[config.mk]
export PLATFORM = sky130hd
export DESIGN_NAME = cpu_datapath
export DESIGN_NICKNAME = d
export VERILOG_FILES = /design/src/lc3b_pkg.sv /design/src/cpu_datapath.sv /design/src/perf_counters.sv /design/src/mem_control.sv /design/src/dataforward.sv /design/src/alu.sv /design/src/regfile.sv /design/src/control_rom.sv
export SDC_FILE = /design/constraint.sdc
export NUM_CORES = 1
export LEC_CHECK = 0
export ABC_CLOCK_PERIOD_IN_PS = 7250
export BUFFER_PORTS_ARGS = -buffer_cell sky130_fd_sc_hd__buf_2
export CAP_MARGIN = 10
export CORE_UTILIZATION = 56
export CTS_CLUSTER_SIZE = 30
export DETAILED_ROUTE_END_ITERATION = 12
export HOLD_SLACK_MARGIN = 0.1
export PLACE_DENSITY_LB_ADDON = 0.08
export SYNTH_ARGS = -nofsm -noshare
export SYNTH_HDL_FRONTEND = slang
export SYNTH_SLANG_ARGS = --single-unit
export TNS_END_PERCENT = 20
[constraint.sdc]
create_clock -name clk -period 7.25 [get_ports clk]
set_input_delay 0.3625 -clock clk [delete_from_list [all_inputs] [get_ports clk]]
set_output_delay 0.3625 -clock clk [all_outputs]
set_load 0.005 [all_outputs]
[src/lc3b_pkg.sv]
package lc3b_pkg;

	typedef logic [15:0] lc3b_word;	// data or address
	typedef logic [2:0]  lc3b_reg;	// register index
	typedef logic [2:0]  lc3b_cc;	// n, z, p

	// standard lc-3b encodings, only the subset this core runs
	typedef enum logic [3:0] {
		op_br  = 4'b0000,
		op_add = 4'b0001,
		op_stb = 4'b0011,
		op_and = 4'b0101,
		op_ldr = 4'b0110,
		op_str = 4'b0111,
		op_not = 4'b1001
	} lc3b_opcode;

	typedef enum logic [1:0] {
		alu_add,
		alu_and,
		alu_not,
		alu_passb	// b operand straight through
	} alu_op;

	// where an execute operand comes from
	typedef enum logic [1:0] {
		fwd_reg,	// value read in decode
		fwd_mem,
		fwd_wb
	} fwd_sel;

endpackage : lc3b_pkg
[src/cpu_datapath.sv]
`timescale 1ns/1ps

module cpu_datapath #(
	parameter lc3b_pkg::lc3b_word mmio_base = 16'hfff0
) (
	input  logic               clk,
	input  logic               i_reset,
	input  lc3b_pkg::lc3b_word i_instr,
	input  logic               i_instruction_response,
	input  lc3b_pkg::lc3b_word i_mem_rdata,
	input  logic               i_data_response,
	output lc3b_pkg::lc3b_word o_instruction_address,
	output logic [1:0]         o_mem_byte_enable,
	output lc3b_pkg::lc3b_word o_mem_address,
	output lc3b_pkg::lc3b_word o_write_data,
	output logic               o_instruction_request,
	output logic               o_data_request,
	output logic               o_write_enable
);
	import lc3b_pkg::*;

	logic       advance, flush, mem_ready, reg_write, mem_rd, mem_wr, mmio_hit;
	lc3b_word   pc, mem_output, mmio_rdata;
	lc3b_cc     cc, wb_cc;

	logic       ifid_valid;
	lc3b_word   ifid_instr, ifid_pc;

	lc3b_opcode id_opcode;
	alu_op      id_aluop;
	logic       id_use_imm, id_load_reg, id_load_cc, id_mem_read, id_mem_write, id_byte, id_branch;
	lc3b_reg    id_src1, id_src2, id_dest;
	lc3b_word   id_reg_a, id_reg_b, id_imm;

	logic       idex_valid, idex_use_imm, idex_load_reg, idex_load_cc;
	logic       idex_mem_read, idex_mem_write, idex_byte, idex_branch;
	alu_op      idex_aluop;
	lc3b_reg    idex_src1, idex_src2, idex_dest;
	lc3b_word   idex_reg_a, idex_reg_b, idex_imm;

	fwd_sel     sel1, sel2, storesel;
	lc3b_word   ex_a, ex_b_reg, ex_b, ex_store, ex_result;

	logic       exmem_valid, exmem_load_reg, exmem_load_cc;
	logic       exmem_mem_read, exmem_mem_write, exmem_byte, exmem_branch;
	lc3b_reg    exmem_dest;
	lc3b_word   exmem_result, exmem_store;

	logic       memwb_valid, memwb_load_reg, memwb_load_cc, memwb_branch;
	lc3b_reg    memwb_dest;	// nzp bits for a branch
	lc3b_word   memwb_result;	// branch target for a branch

	function automatic lc3b_word fwd_mux(input fwd_sel sel, input lc3b_word from_reg,
			input lc3b_word from_mem, input lc3b_word from_wb);
		case (sel)
			fwd_mem: return from_mem;
			fwd_wb:  return from_wb;
			default: return from_reg;
		endcase
	endfunction

	// fetch drops for the flush cycle, a late response then cannot advance
	assign o_instruction_request = ~flush;
	assign o_instruction_address = pc;
	assign advance = i_instruction_response & o_instruction_request & mem_ready;

	always_ff @(posedge clk) begin
		if (i_reset)
			pc <= '0;
		else if (flush)
			pc <= memwb_result;
		else if (advance)
			pc <= pc + 16'd2;	// fall-through fetch
	end

	always_ff @(posedge clk) begin
		if (i_reset || flush) begin
			ifid_valid  <= 1'b0;
			idex_valid  <= 1'b0;
			exmem_valid <= 1'b0;
			memwb_valid <= 1'b0;	// taken branch retires here
		end else if (advance) begin
			ifid_valid  <= 1'b1;
			idex_valid  <= ifid_valid;
			exmem_valid <= idex_valid;
			memwb_valid <= exmem_valid;
		end
	end

	always_ff @(posedge clk) begin
		if (advance) begin
			ifid_instr      <= i_instr;
			ifid_pc         <= pc;
			idex_aluop      <= id_aluop;
			idex_use_imm    <= id_use_imm;
			idex_load_reg   <= id_load_reg;
			idex_load_cc    <= id_load_cc;
			idex_mem_read   <= id_mem_read;
			idex_mem_write  <= id_mem_write;
			idex_byte       <= id_byte;
			idex_branch     <= id_branch;
			idex_src1       <= id_src1;
			idex_src2       <= id_src2;
			idex_dest       <= id_dest;
			idex_reg_a      <= id_reg_a;
			idex_reg_b      <= id_reg_b;
			idex_imm        <= id_imm;
			exmem_load_reg  <= idex_load_reg;
			exmem_load_cc   <= idex_load_cc;
			exmem_mem_read  <= idex_mem_read;
			exmem_mem_write <= idex_mem_write;
			exmem_byte      <= idex_byte;
			exmem_branch    <= idex_branch;
			exmem_dest      <= idex_dest;
			exmem_result    <= ex_result;
			exmem_store     <= ex_store;
			memwb_load_reg  <= exmem_load_reg;
			memwb_load_cc   <= exmem_load_cc;
			memwb_branch    <= exmem_branch;
			memwb_dest      <= exmem_dest;
			memwb_result    <= mem_output;
		end
	end

	control_rom u_control_rom (
		.i_instr       (ifid_instr),
		.o_opcode      (id_opcode),
		.o_aluop       (id_aluop),
		.o_use_imm     (id_use_imm),
		.o_load_reg    (id_load_reg),
		.o_load_cc     (id_load_cc),
		.o_mem_read    (id_mem_read),
		.o_mem_write   (id_mem_write),
		.o_byte_access (id_byte),
		.o_is_branch   (id_branch)
	);

	assign id_dest = ifid_instr[11:9];
	assign id_src1 = ifid_instr[8:6];
	assign id_src2 = id_mem_write ? ifid_instr[11:9] : ifid_instr[2:0];	// store source

	always_comb begin
		case (id_opcode)
			op_add, op_and: id_imm = {{11{ifid_instr[4]}}, ifid_instr[4:0]};
			op_ldr, op_str: id_imm = {{9{ifid_instr[5]}}, ifid_instr[5:0], 1'b0};
			op_stb:         id_imm = {{10{ifid_instr[5]}}, ifid_instr[5:0]};	// byte offset
			op_br:          id_imm = ifid_pc + 16'd2 + {{6{ifid_instr[8]}}, ifid_instr[8:0], 1'b0};
			default:        id_imm = '0;
		endcase
	end

	regfile u_regfile (
		.clk,
		.i_load  (reg_write),
		.i_dest  (memwb_dest),
		.i_src_a (id_src1),
		.i_src_b (id_src2),
		.i_in    (memwb_result),
		.o_reg_a (id_reg_a),
		.o_reg_b (id_reg_b)
	);

	dataforward u_dataforward (
		.i_ex_src1        (idex_src1),
		.i_ex_src2        (idex_src2),
		.i_mem_dest       (exmem_dest),
		.i_wb_dest        (memwb_dest),
		.i_mem_valid_dest (exmem_valid & exmem_load_reg),
		.i_wb_valid_dest  (memwb_valid & memwb_load_reg),
		.o_sel1           (sel1),
		.o_sel2           (sel2),
		.o_storesel       (storesel)
	);

	assign ex_a     = fwd_mux(sel1, idex_reg_a, mem_output, memwb_result);
	assign ex_b_reg = fwd_mux(sel2, idex_reg_b, mem_output, memwb_result);
	assign ex_store = fwd_mux(storesel, idex_reg_b, mem_output, memwb_result);
	assign ex_b     = idex_use_imm ? idex_imm : ex_b_reg;

	alu u_alu (
		.i_aluop (idex_aluop),
		.i_a     (ex_a),
		.i_b     (ex_b),
		.o_f     (ex_result)
	);

	// the memory-stage op is younger than a taken branch
	assign mem_rd = exmem_valid & exmem_mem_read & ~flush;
	assign mem_wr = exmem_valid & exmem_mem_write & ~flush;

	mem_control u_mem_control (
		.clk,
		.i_reset,
		.i_advance         (advance),
		.i_mem_read        (mem_rd),
		.i_mem_write       (mem_wr),
		.i_byte_access     (exmem_byte),
		.i_address         (exmem_result),
		.i_src_data        (exmem_store),
		.i_mem_rdata       (i_mem_rdata),
		.i_mmio_rdata      (mmio_rdata),
		.i_data_response   (i_data_response),
		.i_mmio_hit        (mmio_hit),
		.o_data_request    (o_data_request),
		.o_write_enable    (o_write_enable),
		.o_mem_byte_enable (o_mem_byte_enable),
		.o_mem_address     (o_mem_address),
		.o_write_data      (o_write_data),
		.o_mem_output      (mem_output),
		.o_ready           (mem_ready)
	);

	perf_counters #(
		.mmio_base (mmio_base)
	) u_perf_counters (
		.clk,
		.i_reset,
		.i_advance        (advance),
		.i_stall          (o_instruction_request | o_data_request),
		.i_branch_retired (memwb_valid & memwb_branch),
		.i_mispredict     (flush),
		.i_address        (exmem_result),
		.o_mmio_hit       (mmio_hit),
		.o_mmio_rdata     (mmio_rdata)
	);

	assign wb_cc = memwb_result[15] ? 3'b100 : ((memwb_result == '0) ? 3'b010 : 3'b001);
	assign reg_write = memwb_valid & memwb_load_reg & advance;

	always_ff @(posedge clk) begin
		if (i_reset)
			cc <= 3'b010;
		else if (memwb_valid && memwb_load_cc && advance)
			cc <= wb_cc;
	end

	// not-taken was the guess, so every taken branch flushes
	assign flush = memwb_valid & memwb_branch & (|(memwb_dest & cc));

	no_req_on_flush: assert property (@(posedge clk) disable iff (i_reset)
		flush |-> !o_data_request);

endmodule : cpu_datapath

[src/perf_counters.sv]
`timescale 1ns/1ps

module perf_counters #(
	parameter lc3b_pkg::lc3b_word mmio_base = 16'hfff0
) (
	input  logic               clk,
	input  logic               i_reset,
	input  logic               i_advance,
	input  logic               i_stall,
	input  logic               i_branch_retired,
	input  logic               i_mispredict,
	input  lc3b_pkg::lc3b_word i_address,
	output logic               o_mmio_hit,
	output lc3b_pkg::lc3b_word o_mmio_rdata
);
	import lc3b_pkg::*;

	lc3b_word stall_count;
	lc3b_word branch_count;
	lc3b_word mispredict_count;
	lc3b_word offset;

	assign o_mmio_hit = (i_address >= mmio_base);
	assign offset     = i_address - mmio_base;

	always_ff @(posedge clk) begin
		if (i_reset) begin
			stall_count      <= '0;
			branch_count     <= '0;
			mispredict_count <= '0;
		end else begin
			if (i_stall && !i_advance)
				stall_count <= stall_count + 16'd1;	// access pending, nothing moved
			// a branch leaves write-back by advance or by its own flush
			if (i_branch_retired && (i_advance || i_mispredict))
				branch_count <= branch_count + 16'd1;
			if (i_mispredict)
				mispredict_count <= mispredict_count + 16'd1;
		end
	end

	always_comb begin
		case (offset)
			16'd0:   o_mmio_rdata = stall_count;
			16'd2:   o_mmio_rdata = branch_count;
			16'd4:   o_mmio_rdata = mispredict_count;
			default: o_mmio_rdata = '0;
		endcase
	end

endmodule : perf_counters

[src/mem_control.sv]
`timescale 1ns/1ps

module mem_control (
	input  logic               clk,
	input  logic               i_reset,
	input  logic               i_advance,
	input  logic               i_mem_read,
	input  logic               i_mem_write,
	input  logic               i_byte_access,
	input  lc3b_pkg::lc3b_word i_address,
	input  lc3b_pkg::lc3b_word i_src_data,
	input  lc3b_pkg::lc3b_word i_mem_rdata,
	input  lc3b_pkg::lc3b_word i_mmio_rdata,
	input  logic               i_data_response,
	input  logic               i_mmio_hit,
	output logic               o_data_request,
	output logic               o_write_enable,
	output logic [1:0]         o_mem_byte_enable,
	output lc3b_pkg::lc3b_word o_mem_address,
	output lc3b_pkg::lc3b_word o_write_data,
	output lc3b_pkg::lc3b_word o_mem_output,
	output logic               o_ready
);
	import lc3b_pkg::*;

	// s_wait holds an answered access until the pipeline moves
	typedef enum logic {s_idle, s_wait} mem_state_e;

	mem_state_e state, state_next;
	logic       access;
	lc3b_word   rdata_hold;

	assign access         = (i_mem_read | i_mem_write) & ~i_mmio_hit;	// counters answer at once
	assign o_data_request = access & (state == s_idle);
	assign o_write_enable = o_data_request & i_mem_write;
	assign o_mem_address  = i_address;
	assign o_ready        = ~access | (state == s_wait) | i_data_response;

	always_comb begin
		if (i_byte_access) begin
			o_mem_byte_enable = i_address[0] ? 2'b10 : 2'b01;
			o_write_data      = {i_src_data[7:0], i_src_data[7:0]};	// low byte on both lanes
		end else begin
			o_mem_byte_enable = 2'b11;
			o_write_data      = i_src_data;
		end
	end

	always_comb begin
		if (!i_mem_read)
			o_mem_output = i_address;	// alu result passes on to write-back
		else if (i_mmio_hit)
			o_mem_output = i_mmio_rdata;
		else if (state == s_wait)
			o_mem_output = rdata_hold;
		else
			o_mem_output = i_mem_rdata;
	end

	always_comb begin
		state_next = state;
		case (state)
			s_idle: begin
				if (o_data_request && i_data_response && !i_advance)
					state_next = s_wait;	// fetch side still waiting
			end
			s_wait: begin
				if (i_advance)
					state_next = s_idle;
			end
			default: state_next = s_idle;
		endcase
	end

	always_ff @(posedge clk) begin
		if (i_reset)
			state <= s_idle;
		else
			state <= state_next;
	end

	always_ff @(posedge clk) begin
		if (i_data_response)
			rdata_hold <= i_mem_rdata;
	end

	// a waiting request keeps its address and direction
	req_stable: assert property (@(posedge clk) disable iff (i_reset)
		o_data_request && !i_data_response |=>
			$stable(o_mem_address) && $stable(o_write_enable));

endmodule : mem_control

[src/dataforward.sv]
`timescale 1ns/1ps

module dataforward (
	input  lc3b_pkg::lc3b_reg i_ex_src1,
	input  lc3b_pkg::lc3b_reg i_ex_src2,
	input  lc3b_pkg::lc3b_reg i_mem_dest,
	input  lc3b_pkg::lc3b_reg i_wb_dest,
	input  logic              i_mem_valid_dest,
	input  logic              i_wb_valid_dest,
	output lc3b_pkg::fwd_sel  o_sel1,
	output lc3b_pkg::fwd_sel  o_sel2,
	output lc3b_pkg::fwd_sel  o_storesel
);
	import lc3b_pkg::*;

	function automatic fwd_sel pick(input lc3b_reg src, input lc3b_reg mem_dest,
			input logic mem_ok, input lc3b_reg wb_dest, input logic wb_ok);
		if (mem_ok && mem_dest == src)
			return fwd_mem;	// younger producer wins
		if (wb_ok && wb_dest == src)
			return fwd_wb;
		return fwd_reg;
	endfunction

	assign o_sel1 = pick(i_ex_src1, i_mem_dest, i_mem_valid_dest, i_wb_dest, i_wb_valid_dest);
	assign o_sel2 = pick(i_ex_src2, i_mem_dest, i_mem_valid_dest, i_wb_dest, i_wb_valid_dest);

	// store data sits on the second read port
	assign o_storesel = pick(i_ex_src2, i_mem_dest, i_mem_valid_dest, i_wb_dest,
		i_wb_valid_dest);

	mem_sel_needs_dest: assert final (i_mem_valid_dest ||
		(o_sel1 != fwd_mem && o_sel2 != fwd_mem && o_storesel != fwd_mem));

endmodule : dataforward

[src/alu.sv]
`timescale 1ns/1ps

module alu (
	input  lc3b_pkg::alu_op    i_aluop,
	input  lc3b_pkg::lc3b_word i_a,
	input  lc3b_pkg::lc3b_word i_b,
	output lc3b_pkg::lc3b_word o_f
);
	import lc3b_pkg::*;

	always_comb begin
		case (i_aluop)
			alu_add: o_f = i_a + i_b;	// also base + offset for loads and stores
			alu_and: o_f = i_a & i_b;
			alu_not: o_f = ~i_a;
			default: o_f = i_b;
		endcase
	end

	// known operands always give a known result
	f_known: assert final ($isunknown({i_aluop, i_a, i_b}) || !$isunknown(o_f));

endmodule : alu

[src/regfile.sv]
`timescale 1ns/1ps

module regfile (
	input  logic               clk,
	input  logic               i_load,
	input  lc3b_pkg::lc3b_reg  i_dest,
	input  lc3b_pkg::lc3b_reg  i_src_a,
	input  lc3b_pkg::lc3b_reg  i_src_b,
	input  lc3b_pkg::lc3b_word i_in,
	output lc3b_pkg::lc3b_word o_reg_a,
	output lc3b_pkg::lc3b_word o_reg_b
);
	import lc3b_pkg::*;

	lc3b_word regs [8];

	always_ff @(posedge clk) begin
		if (i_load)
			regs[i_dest] <= i_in;
	end

	// write-through, decode sees what write-back stores this cycle
	assign o_reg_a = (i_load && i_dest == i_src_a) ? i_in : regs[i_src_a];
	assign o_reg_b = (i_load && i_dest == i_src_b) ? i_in : regs[i_src_b];

endmodule : regfile

[src/control_rom.sv]
`timescale 1ns/1ps

module control_rom (
	input  lc3b_pkg::lc3b_word   i_instr,
	output lc3b_pkg::lc3b_opcode o_opcode,
	output lc3b_pkg::alu_op      o_aluop,
	output logic                 o_use_imm,
	output logic                 o_load_reg,
	output logic                 o_load_cc,
	output logic                 o_mem_read,
	output logic                 o_mem_write,
	output logic                 o_byte_access,
	output logic                 o_is_branch
);
	import lc3b_pkg::*;

	assign o_opcode = lc3b_opcode'(i_instr[15:12]);

	always_comb begin
		// anything not listed below falls out as a bubble
		o_aluop       = alu_add;
		o_use_imm     = 1'b0;
		o_load_reg    = 1'b0;
		o_load_cc     = 1'b0;
		o_mem_read    = 1'b0;
		o_mem_write   = 1'b0;
		o_byte_access = 1'b0;
		o_is_branch   = 1'b0;
		case (o_opcode)
			op_add: begin
				o_use_imm  = i_instr[5];	// imm5 form
				o_load_reg = 1'b1;
				o_load_cc  = 1'b1;
			end
			op_and: begin
				o_aluop    = alu_and;
				o_use_imm  = i_instr[5];
				o_load_reg = 1'b1;
				o_load_cc  = 1'b1;
			end
			op_not: begin
				o_aluop    = alu_not;
				o_load_reg = 1'b1;
				o_load_cc  = 1'b1;
			end
			op_ldr: begin
				o_use_imm  = 1'b1;	// base + offset
				o_load_reg = 1'b1;
				o_load_cc  = 1'b1;
				o_mem_read = 1'b1;
			end
			op_str: begin
				o_use_imm   = 1'b1;
				o_mem_write = 1'b1;
			end
			op_stb: begin
				o_use_imm     = 1'b1;
				o_mem_write   = 1'b1;
				o_byte_access = 1'b1;
			end
			op_br: begin
				o_aluop     = alu_passb;	// target was built in decode
				o_use_imm   = 1'b1;
				o_is_branch = 1'b1;
			end
			default: ;
		endcase
	end

endmodule : control_rom

Word level (Yosys, flattened, before mapping):

Memories as Yosys holds them, arrays and structs flattened. A register that Yosys moved wholly into a read port is not among the register bits.
Index checks and enable logic that the tools add are counted.

* flip-flop bits (word level): 214
* memory bits (writable): 128
* latch bits: 0
* bits in read-only memories: 0
* output and inout bits: 53
* memories kept: 1

Memories
* u_regfile.regs: words 8, bits a word 16, read ports 2, clocked after Yosys merged registers in 2, write ports 1, RTL line regfile.sv:15 `lc3b_word regs [8];`

* bitwise logic cells: 25
* muxes and demuxes: 43
* equality and inequality tests: 18
* reductions and logical operators: 24
* multipliers: 0
* add/sub/neg operators: 8
* magnitude comparators: 1
* div/mod/pow operators: 0
* shift-type cells: 0

Operators with widths (count)
* $mux 16: 7
* $pmux 16 s3: 2
* $pmux 16 s2: 2
* $pmux 16 s4: 1
* $add 16x1->16 const B: 3
* $add 16x16->16: 2
* $add 16x2->16 const B: 2
* $logic_not 16->1: 2
* $mux 2: 11
* $and 16x16->16: 1
* $eq 16x2->1 const B: 1
* $eq 16x3->1 const B: 1
* $ge 16x16->1 const B: 1
* $not 16->16: 1
* $sub 16x16->16 const B: 1
* $mux 1: 15
* $and 1x1->1: 14
* $eq 3x3->1: 4
* $eq 4x3->1 const B: 3
* $logic_and 1x1->1: 10
* $reduce_or 4->1: 2
* $eq 2x1->1 const B: 3
* $eq 2x2->1 const B: 3
* $mux 3: 2
* other kinds (15): 25

Logic depth before layout (Yosys ltp):

Gate-level depths: netlist (run 1).

* depth after elaboration: 15
* gate-level depth with buffers: 25
* gate-level depth less buffers: 21

By module:

From an unflattened synthesis (run 1), not the netlist that was laid out.

* cells, all modules: 1595
* area total of the unflattened synthesis: 20144.3 um2

By module, submodules not included
* cpu_datapath: times used 1, area each 8232.9 um2, cells an instance 666
* regfile: times used 1, area each 6561.3 um2, cells an instance 301
* perf_counters: times used 1, area each 2522.4 um2, cells an instance 287
* mem_control: times used 1, area each 1321.3 um2, cells an instance 132
* alu: times used 1, area each 1168.6 um2, cells an instance 166
* control_rom: times used 1, area each 170.2 um2, cells an instance 23
* dataforward: times used 1, area each 167.7 um2, cells an instance 20

Worst setup path after synthesis (run 1):

Ideal clock, no wire load.

* kind: reg2reg
* from: register memwb_dest[2]
* to: register pc[5] (netlist: o_instruction_address[5])
* cell stages (with the launch flop): 11
* setup time: 70 ps
* clock period less this slack: 6776 ps
* required time: 7180 ps
* setup slack: 474 ps
* arrival: 6706 ps
* cells stage by stage: edfxtp_1 -> buf_6 -> a222oi_1 -> nor2_4 -> inv_2 -> o311ai_2 -> inv_2 -> clkbuf_1 -> and2_1 -> o21ai_0 -> a21oi_1

* longest elaborated chain between the ends: 12

Ends and longest elaborated chain
* start, declared: RTL line cpu_datapath.sv:50 `lc3b_reg memwb_dest;`
* start signal, assigned: RTL line cpu_datapath.sv:120 `memwb_dest <= exmem_dest;`
* $and 3x3->3 (*): RTL line cpu_datapath.sv:238 `assign flush = memwb_valid & memwb_branch & (|(memwb_dest & cc));`
* $reduce_or 3->1 (*): RTL line cpu_datapath.sv:238
* $and 1x1->1 (*): RTL line cpu_datapath.sv:238
* $not 1->1 (*): RTL line cpu_datapath.sv:63, cpu_datapath.sv:188, cpu_datapath.sv:189
* $and 1x1->1 (on tied branches): RTL line cpu_datapath.sv:188, cpu_datapath.sv:189
* $or 1x1->1: RTL line mem_control.sv:33 `assign access = (i_mem_read | i_mem_write) & ~i_mmio_hit;`
* $and 1x1->1: RTL line mem_control.sv:33
* $not 1->1: RTL line mem_control.sv:37 `assign o_ready = ~access | (state == s_wait) | i_data_response;`
* $or 1x1->1 (2 in series): RTL line mem_control.sv:37
* $and 1x1->1 (*): RTL line cpu_datapath.sv:65 `assign advance = i_instruction_response & o_instruction_request & mem_ready;`
* named net advance: RTL line cpu_datapath.sv:22 `logic advance, flush, mem_ready, reg_write, mem_rd, mem_wr, mmio_hit;`
* $reduce_bool 2->1 (no source line) (*)
* end signal, assigned: RTL line cpu_datapath.sv:71 `pc <= memwb_result;`
* end signal, assigned: RTL line cpu_datapath.sv:73 `pc <= pc + 16'd2;`
* end, declared: RTL line cpu_datapath.sv:23 `lc3b_word pc, mem_output, mmio_rdata;`

Mark *: on every way through the listed nets, which the timed path passes. The rest lies on a longest branch.
A chain may end at the register's enable or synchronous reset.

Worst setup path in the final report (run 1):

* from: register memwb_dest[0]
* to: register exmem_result[15], data pin

RTL lines
* $and 3x3->3: RTL line cpu_datapath.sv:238
* $reduce_or 3->1: RTL line cpu_datapath.sv:238
* $and 1x1->1: RTL line cpu_datapath.sv:238
* $not 1->1: RTL line cpu_datapath.sv:188 `assign mem_rd = exmem_valid & exmem_mem_read & ~flush;`
* $and 1x1->1: RTL line cpu_datapath.sv:188
* $mux 16: RTL line mem_control.sv:50 `if (!i_mem_read)`
* named net mem_output[1]: RTL line cpu_datapath.sv:23
* $pmux 16 s2: RTL line cpu_datapath.sv:55 `case (sel)`
* named net ex_b_reg[1]: RTL line cpu_datapath.sv:42 `lc3b_word ex_a, ex_b_reg, ex_b, ex_store, ex_result;`
* $mux 16: RTL line cpu_datapath.sv:178 `assign ex_b = idex_use_imm ? idex_imm : ex_b_reg;`
* $add 16x16->16: RTL line alu.sv:13 `alu_add: o_f = i_a + i_b;`
* $pmux 16 s3: RTL line alu.sv:12 `case (i_aluop)`
* named net ex_result[15]: RTL line cpu_datapath.sv:42
* end signal, assigned: RTL line cpu_datapath.sv:115 `exmem_result <= ex_result;`
* end, declared: RTL line cpu_datapath.sv:47 `lc3b_word exmem_result, exmem_store;`

The timed path passes the listed nets, and every way through them passes these cells. The select of a mux whose other input is x is not followed.

==> results.json, run 1 <==
{
  "hold_viol_final": 0,
  "io_port_bufs": 88,
  "drive_gt1_frac": 0.1530,
  "netlist_cell_types": 71,
  "tightest_slew_ns": 1.199,
  "fill_cells": 2545,
  "grt_start_max_net_pins": 93,
  "rows": 66,
  "drt-pass1-iter-count": 6,
  "critPathMaxStageDelay_ns": 0.70,
  "ys_async_sr_fraction": 0,
  "drv_slew": 0,
  "totalWireLength_mm": 50.07,
  "area.sequential_sq_mm": 0.01051,
  "antenna_found_initial": 1,
  "route.vias.total": 13890,
  "worst_slew_margin_relative_to_its_limit": 0.2005,
  "r2r_slack_ns": 1.42,
  "time_the_final_worst_path_needs_with_i_o_delays_and_setup_ns": 5.829,
  "synth_adder_area_share": 0.03320,
  "layout.core_utilization": 0.6553,
  "rsz0062_at_grt": "false",
  "cts_resized": 0,
  "drcViolationCount": 0,
  "initial_core_util": 0.5757,
  "p_leak_nw": 7.719,
  "postSynthAreaPerCell_sq_um": 11.38,
  "fp.coreArea_sq_mm": 0.03287,
  "cts_tree": "built",
  "io-pin-count": 89,
  "max-clock-path-buffers": 3,
  "post_synthesis_xor_xnor_area_fraction": 0.03564,
  "crit_type": "flip-flop to flip-flop",
  "syn-cell-area_sq_mm": 0.01892,
  "final_non_filler_cell_total": 2233,
  "largest_reg_flops": 128,
  "dp.final_hpwl_mm": 33.09,
  "vias_per_cell": 6.220,
  "synth-edff-count": 302,
  "synthSimpleGateAreaFrac": 0.1401,
  "grt_util_all_layers": 0.2955,
  "timing.clock.skew_ns": 0.009439,
  "report.final.setup_viol": 0,
  "post-place-cells": 2125,
  "grt_pass1_vias": 13200,
  "clock_tree_root_buffer_cell": "sky130_fd_sc_hd__clkbuf_16",
  "totalNegativeSetupSlack_ns": 0,
  "fp.dieH_um": 185.8,
  "critPathSlowestCell": "sky130_fd_sc_hd__a222oi_1",
  "worstHoldPathCells": 1,
  "regToRegStartpoint": "memwb_dest[0]",
  "antenna_cells_inserted": 0,
  "groute.layer.met1.usage": 0.4286,
  "die_x_um": 185.8,
  "clock_pin_slew_worst_setup_and_hold_paths_ns": 0.06,
  "min_to": "u_mem_control.rdata_hold[1]",
  "yosys_warnings": 0,
  "post-layout-total-power_mw": 5.320,
  "clock_sinks": 374,
  "required_ns": 7.54,
  "synth-main-ff-cell": "sky130_fd_sc_hd__edfxtp_1",
  "worst-r2r-cell-count": 19,
  "globalplace.congestion": 0.8860,
  "clk_latency_ns": 0.55,
  "fin_nets": 1844,
  "met2_usage": 0.4519,
  "crit-reg2reg-capture": "exmem_result[15]",
  "multi_input_area_sq_mm": 0.007924,
  "inserted_clock_buffers": 41,
  "critPathMaxFanout": 20,
  "worst_ep_arrival_time_ns": 6.12,
  "die_area_sq_mm": 0.03453,
  "dominant_combinational_cell_family_by_area_after_synthesis": "simple AND/OR/NAND/NOR gates",
  "finalCritPeriodShare": 0.8041,
  "cts-htree-levels": 2,
  "first_pass_grt_wire_length_mm": 76.31,
  "synth.area.mux_share": 0.09721,
  "ant_nets": 0,
  "outcome": "complete, no violations",
  "vdd.ir_drop.worst_uv": 231.6,
  "grt.overflow.total": 0,
  "fmax_mhz": 171.5,
  "worstHoldStart": "i_data_response",
  "grt-busiest-layer": "met2",
  "post_cts_hold_buffer_count": 33,
  "worst_setup_path_end_kind": "flip-flop",
  "growth_of_design_area_from_synthesis_to_finish_pct": 13.83,
  "synth_nets": 1748,
  "worst_slack_ns": 1.421,
  "worst_setup_path_start_kind": "flip-flop",
  "crit_top_cell": "sky130_fd_sc_hd__a31oi_1",
  "maxCapViolations": 0,
  "drtIter0Drc": 1349,
  "synth.yosys.seq_area_share": 0.5555,
  "synth_compound_gate_area_share": 0.1067,
  "critical_path.cell_chain": "a222oi_1 -> nor2_4 -> inv_2 -> and3_1 -> a31oi_1 -> nor2_1 -> a21oi_2 -> mux2i_1 -> inv_1 -> ha_1 -> a21o_1 -> a21oi_1 -> o21ai_0 -> a31oi_1 -> a211o_1 -> o21ai_0 -> a31oi_1 -> xnor2_1 -> mux4_2",
  "ys_ff_latch": 374,
  "cts_setup_buffers": 0,
  "top_register": "u_regfile.regs",
  "hold_path_class": "input port to flip-flop",
  "detail_route.wl_per_cell_um": 22.42,
  "post-place-ws_ns": 1.473,
  "powerDensity_mw_per_mm2": 247.0,
  "netlist_instances": 1663,
  "globalRouteMet3Util": 0.04813
}
critical path, delay by kind of cell, from the launching register on:
kind                       cells  cell delay (ns)
AOI/OAI and AO/OA             10             2.51
muxes                          2             0.74
buffers and inverters          2             0.37
DFF                            1             0.61
adders and majority gates      1             0.28
xor gates and xnor gates       1             0.14
and+or+nand+nor                3             0.92
per-layer routing:
layer	vias up	routed length [um]	share of wire
li1	6387	-	-
met1	6780	21840	0.44
met2	623	22480	0.45
met3	100	4274	0.085
met4	0	1468	0.029
met5	-	0	0
report_power, final:
part	switching, mW	internal [mW]
sequential	0.125	2.44
combinational	0.342	0.253
clock	0.854	1.30
synthesized netlist by cell type, types with 42 or more instances:
cell	count	area share
sky130_fd_sc_hd__a21oi_1	59	0.016
sky130_fd_sc_hd__clkbuf_1	55	0.011
sky130_fd_sc_hd__dfxtp_1	72	0.076
sky130_fd_sc_hd__edfxtp_1	302	0.48
sky130_fd_sc_hd__ha_1	47	0.031
sky130_fd_sc_hd__mux2i_1	78	0.041
sky130_fd_sc_hd__nand2_1	252	0.050
sky130_fd_sc_hd__nand3_1	55	0.015
sky130_fd_sc_hd__nor2_1	110	0.022
sky130_fd_sc_hd__o21ai_0	58	0.015
sky130_fd_sc_hd__o21ai_1	42	0.011
sky130_fd_sc_hd__xor2_1	54	0.025
logic make-up after synthesis:
logic type      Yosys count
fa+ha+maj                49
xor+xnor                 77
simple gates            574
buf+inv                 140
flops                   374
compound gates          314
mux                     135
through the flow:
| step | instance area, sq um | hold slack, ns |
|---|---|---|
| finish | 21540 | 0.3079 |
| global route | 21540 | 0.3048 |
| CTS | 21540 | 0.2879 |
| detailed placement | 19830 | 0.4080 |
| global placement | 19830 | 0.4004 |
| floorplan | 18920 | 0.4003 |
placed cells by master, fill, tap and decap left out, types with 37 or more instances in the layout:
cell type and n:
sky130_fd_sc_hd__a21oi_1 58, sky130_fd_sc_hd__a31oi_1 37, sky130_fd_sc_hd__buf_2 88, sky130_fd_sc_hd__clkbuf_16 44
sky130_fd_sc_hd__dfxtp_1 72, sky130_fd_sc_hd__edfxtp_1 302, sky130_fd_sc_hd__ha_1 47, sky130_fd_sc_hd__mux2i_1 76
sky130_fd_sc_hd__mux4_2 37, sky130_fd_sc_hd__nand2_1 252, sky130_fd_sc_hd__nand3_1 55, sky130_fd_sc_hd__nor2_1 110
sky130_fd_sc_hd__o21ai_0 58, sky130_fd_sc_hd__o21ai_1 42, sky130_fd_sc_hd__xor2_1 54
cell type report:
type | instances | area share
clock inverters | 16 | 0.009585
flip-flops and latches | 374 | 0.4880
multi-input cells | 1149 | 0.3679
inverters | 38 | 0.006855
clock buffers | 59 | 0.05437
repair buffers | 155 | 0.04764
well taps | 442 | 0.02568
worst max-delay path by stage:
| stage | startpoint | to | slack (ns) | cells after the start |
|---|---|---|---|---|
| after floorplan | memwb_dest[2] | o_instruction_address[5] | 0.47 | 10 |
| after global placement | memwb_dest[0] | exmem_result[15] | 1.59 | 19 |
| after detailed placement | memwb_dest[0] | exmem_result[15] | 1.47 | 19 |
| after CTS | memwb_dest[0] | exmem_result[15] | 1.43 | 19 |
| after global routing | memwb_dest[0] | exmem_result[15] | 0.95 | 19 |
| final | memwb_dest[0] | exmem_result[15] | 1.42 | 19 |
Note: power is estimated with default switching activity, not from simulation.
==> run 2, diff against run 1 <==
- ABC_CLOCK_PERIOD_IN_PS: 7250 -> 5500
- CORE_UTILIZATION: 56 -> 62
- clock period: 7.25 -> 5.5 ns (I/O delays scaled with it)
==> run 2 against run 1 <==
  * Cell area hardly changed
  * Flip-flop and latch count stayed put
  * Via count is 0.90% higher
  * First-iteration DRC count is 22% higher
  * Clock power is 22% higher
  * Register-to-register slack worse by 1.0 ns
  * Non-clock buffer count is 18 higher
  * Largest cell class unchanged
  * Core utilization is 6.7 points higher
  * Critical endpoint is now exmem_result[14]
==> results.json, run 2 (same netlist as run 1, synthesis figures left out) <==
{
  "outcome": "complete, no violations",
  "cp.depth": 20,
  "power.share.combinational": 0.121,
  "final_common_cell": "sky130_fd_sc_hd__edfxtp_1",
  "worst_ep_arrival_time_ns": 5.41,
  "detail_route.wl_per_cell_um": 22.62,
  "drive_gt1_frac": 0.1584,
  "cp_num_buf_inv": 2,
  "rows": 63,
  "io_port_bufs": 88,
  "crit-reg2reg-capture": "exmem_result[14]",
  "antenna_found_initial": 0,
  "initial_core_util": 0.6350,
  "critPathSlowestCell": "sky130_fd_sc_hd__or4b_1",
  "critPathMaxStageDelay_ns": 0.55,
  "cts_tree": "built",
  "routedLengthMet1_mm": 21.04,
  "detailroute.wirelength.met2_mm": 22.57,
  "route.vias.total": 14020,
  "worst_setup_path_start_kind": "flip-flop",
  "timing.critical_path.to": "exmem_result[14]",
  "grt.overflow.total": 0,
  "die_area_sq_mm": 0.03122,
  "hold_path_class": "input port to flip-flop",
  "worst-r2r-cell-count": 20,
  "clock_pin_slew_worst_setup_and_hold_paths_ns": 0.06,
  "antenna_cells_inserted": 0,
  "report.final.setup_viol": 0,
  "worst_setup_path_end_kind": "flip-flop",
  "post-place-cells": 2091,
  "r2r_slack_ns": 0.38,
  "ant_nets": 0,
  "grt_pass1_vias": 13410,
  "globalplace.congestion": 0.9051,
  "hold_viol_final": 0,
  "critical_path.cell_chain": "or4b_1 -> nor4_1 -> buf_4 -> a22oi_1 -> a31oi_1 -> nor2_1 -> a21oi_1 -> mux2_2 -> ha_1 -> inv_1 -> fa_1 -> nor2b_1 -> o21ai_1 -> a21boi_0 -> nand2b_1 -> a221o_1 -> a311o_1 -> a31o_2 -> a211oi_1 -> nor4_1",
  "timing.clock.skew_ns": 0.02593,
  "met3WireLength_mm": 4.660,
  "sw_frac_of_total": 0.2506,
  "tightest_slew_ns": 1.197,
  "top_register": "u_regfile.regs",
  "inserted_clock_buffers": 40,
  "cts-htree-levels": 2,
  "io-pin-count": 89,
  "fp.coreArea_sq_mm": 0.02980,
  "maxCapViolations": 0,
  "fp.dieH_um": 176.7,
  "fill_cells": 2099,
  "worst_slack_ns": 0.3843,
  "dp.final_hpwl_mm": 33.67,
  "required_ns": 5.80,
  "grt_start_max_net_pins": 78,
  "largest_reg_flops": 128,
  "post-place-ws_ns": 0.4361,
  "totalNegativeSetupSlack_ns": 0,
  "time_the_final_worst_path_needs_with_i_o_delays_and_setup_ns": 5.116,
  "max-clock-path-buffers": 3,
  "grt_util_all_layers": 0.3228,
  "most_frequent_cells_in_the_layout": "sky130_fd_sc_hd__edfxtp_1, sky130_fd_sc_hd__nand2_1, sky130_fd_sc_hd__nor2_1",
  "vias_per_cell": 6.382,
  "totalWireLength_mm": 49.67,
  "layout.core_utilization": 0.7223,
  "vdd.ir_drop.worst_uv": 279.8,
  "powerDensity_mw_per_mm2": 316.5,
  "regToRegStartpoint": "exmem_result[0]",
  "critPathMaxFanout": 9,
  "rsz0062_at_grt": "false",
  "drcViolationCount": 0,
  "worst_slew_margin_relative_to_its_limit": 0.2022,
  "growth_of_design_area_from_synthesis_to_finish_pct": 13.74,
  "critPathLaunch": "exmem_result[0]",
  "p_leak_nw": 7.757,
  "crit_top_cell": "sky130_fd_sc_hd__nor4_1",
  "crit_type": "flip-flop to flip-flop",
  "switching_power_mw": 1.707,
  "post-layout-total-power_mw": 6.811,
  "drtIter0Drc": 1640,
  "clock_sinks": 374,
  "drv_slew": 0,
  "fmax_mhz": 195.5,
  "path_delay_family": "compound AO/OA/AOI/OAI gates",
  "drt-pass1-iter-count": 5,
  "fin_nets": 1861,
  "first_pass_grt_wire_length_mm": 75.86,
  "clock_tree_root_buffer_cell": "sky130_fd_sc_hd__clkbuf_16",
  "finalCritPeriodShare": 0.9301,
  "die_x_um": 176.7,
  "power.clock.fraction": 0.386,
  "clk_latency_ns": 0.55,
  "internal_power_mw": 5.105,
  "topRoutingLayerUsed": "met4",
  "seq_power_share": 0.493,
  "final_non_filler_cell_total": 2196
}
## run 2: cell types whose count changed in the layout (fill, tap and decap cells not counted), sizes merged
cell and change:
clkbuf -5, bufinv -2, buf +18, clkinv +3
clkinvlp +1
## run 2: stage by stage
stage               instance area [sq um]  hold WS (ns)
floorplan                           18920        0.3716
finish                              21520        0.2239
CTS                                 21510        0.2150
global placement                    19910        0.4025
global route                        21520        0.2419
detailed placement                  19910        0.4052
## run 2: how the worst min path moves through the flow
| stage | startpoint | to | slack, ns | cells past startpoint |
|---|---|---|---|---|
| 5_1_grt | i_data_response | u_mem_control.rdata_hold[1] | 0.24 | 1 |
| 4_1_cts | i_data_response | u_mem_control.rdata_hold[1] | 0.21 | 1 |
| 2_1_floorplan | i_instruction_response | u_mem_control.state | 0.37 | 1 |
| 6_report | i_data_response | u_mem_control.rdata_hold[1] | 0.22 | 1 |
| 3_5_place_dp | idex_dest[0] | exmem_dest[0] | 0.41 | 0 |
| 3_3_place_gp | idex_dest[1] | exmem_dest[1] | 0.40 | 0 |
## run 2: timing repair
action,4_1_cts,5_1_grt
setup endpoints to repair,0,2
gates resized for setup,0,1
setup buffers,0,0
hold endpoints to repair,33,0
hold buffers,33,0
## run 2: per-layer routing
metal | up-vias | track usage
met1 | 6818 | 0.4735
met2 | 679 | 0.4964
met5 | - | 0
met4 | 0 | 0.1038
li1 | 6416 | -
met3 | 102 | 0.04897
## run 2: cell type report
type / count / area [sq um] / share of cell area
tap: 390 / 488.0 / 0.02267
inverter: 38 / 147.6 / 0.006860
clock buffer: 54 / 1096 / 0.05093
multi-input combinational: 1149 / 7930 / 0.3685
sequential: 374 / 10510 / 0.4884
clock inverter: 18 / 175.2 / 0.008140
timing repair buffer: 173 / 1174 / 0.05454
## run 2: power groups by stage
stage | Clock, mW | Combinational, mW | Sequential (mW)
after floorplan | 0 | 0.560 | 3.35
after global placement | 0 | 0.783 | 3.40
after detailed placement | 0 | 0.796 | 3.41
after CTS | 2.66 | 0.817 | 3.35
after global routing | 2.76 | 0.897 | 3.37
final | 2.63 | 0.824 | 3.36
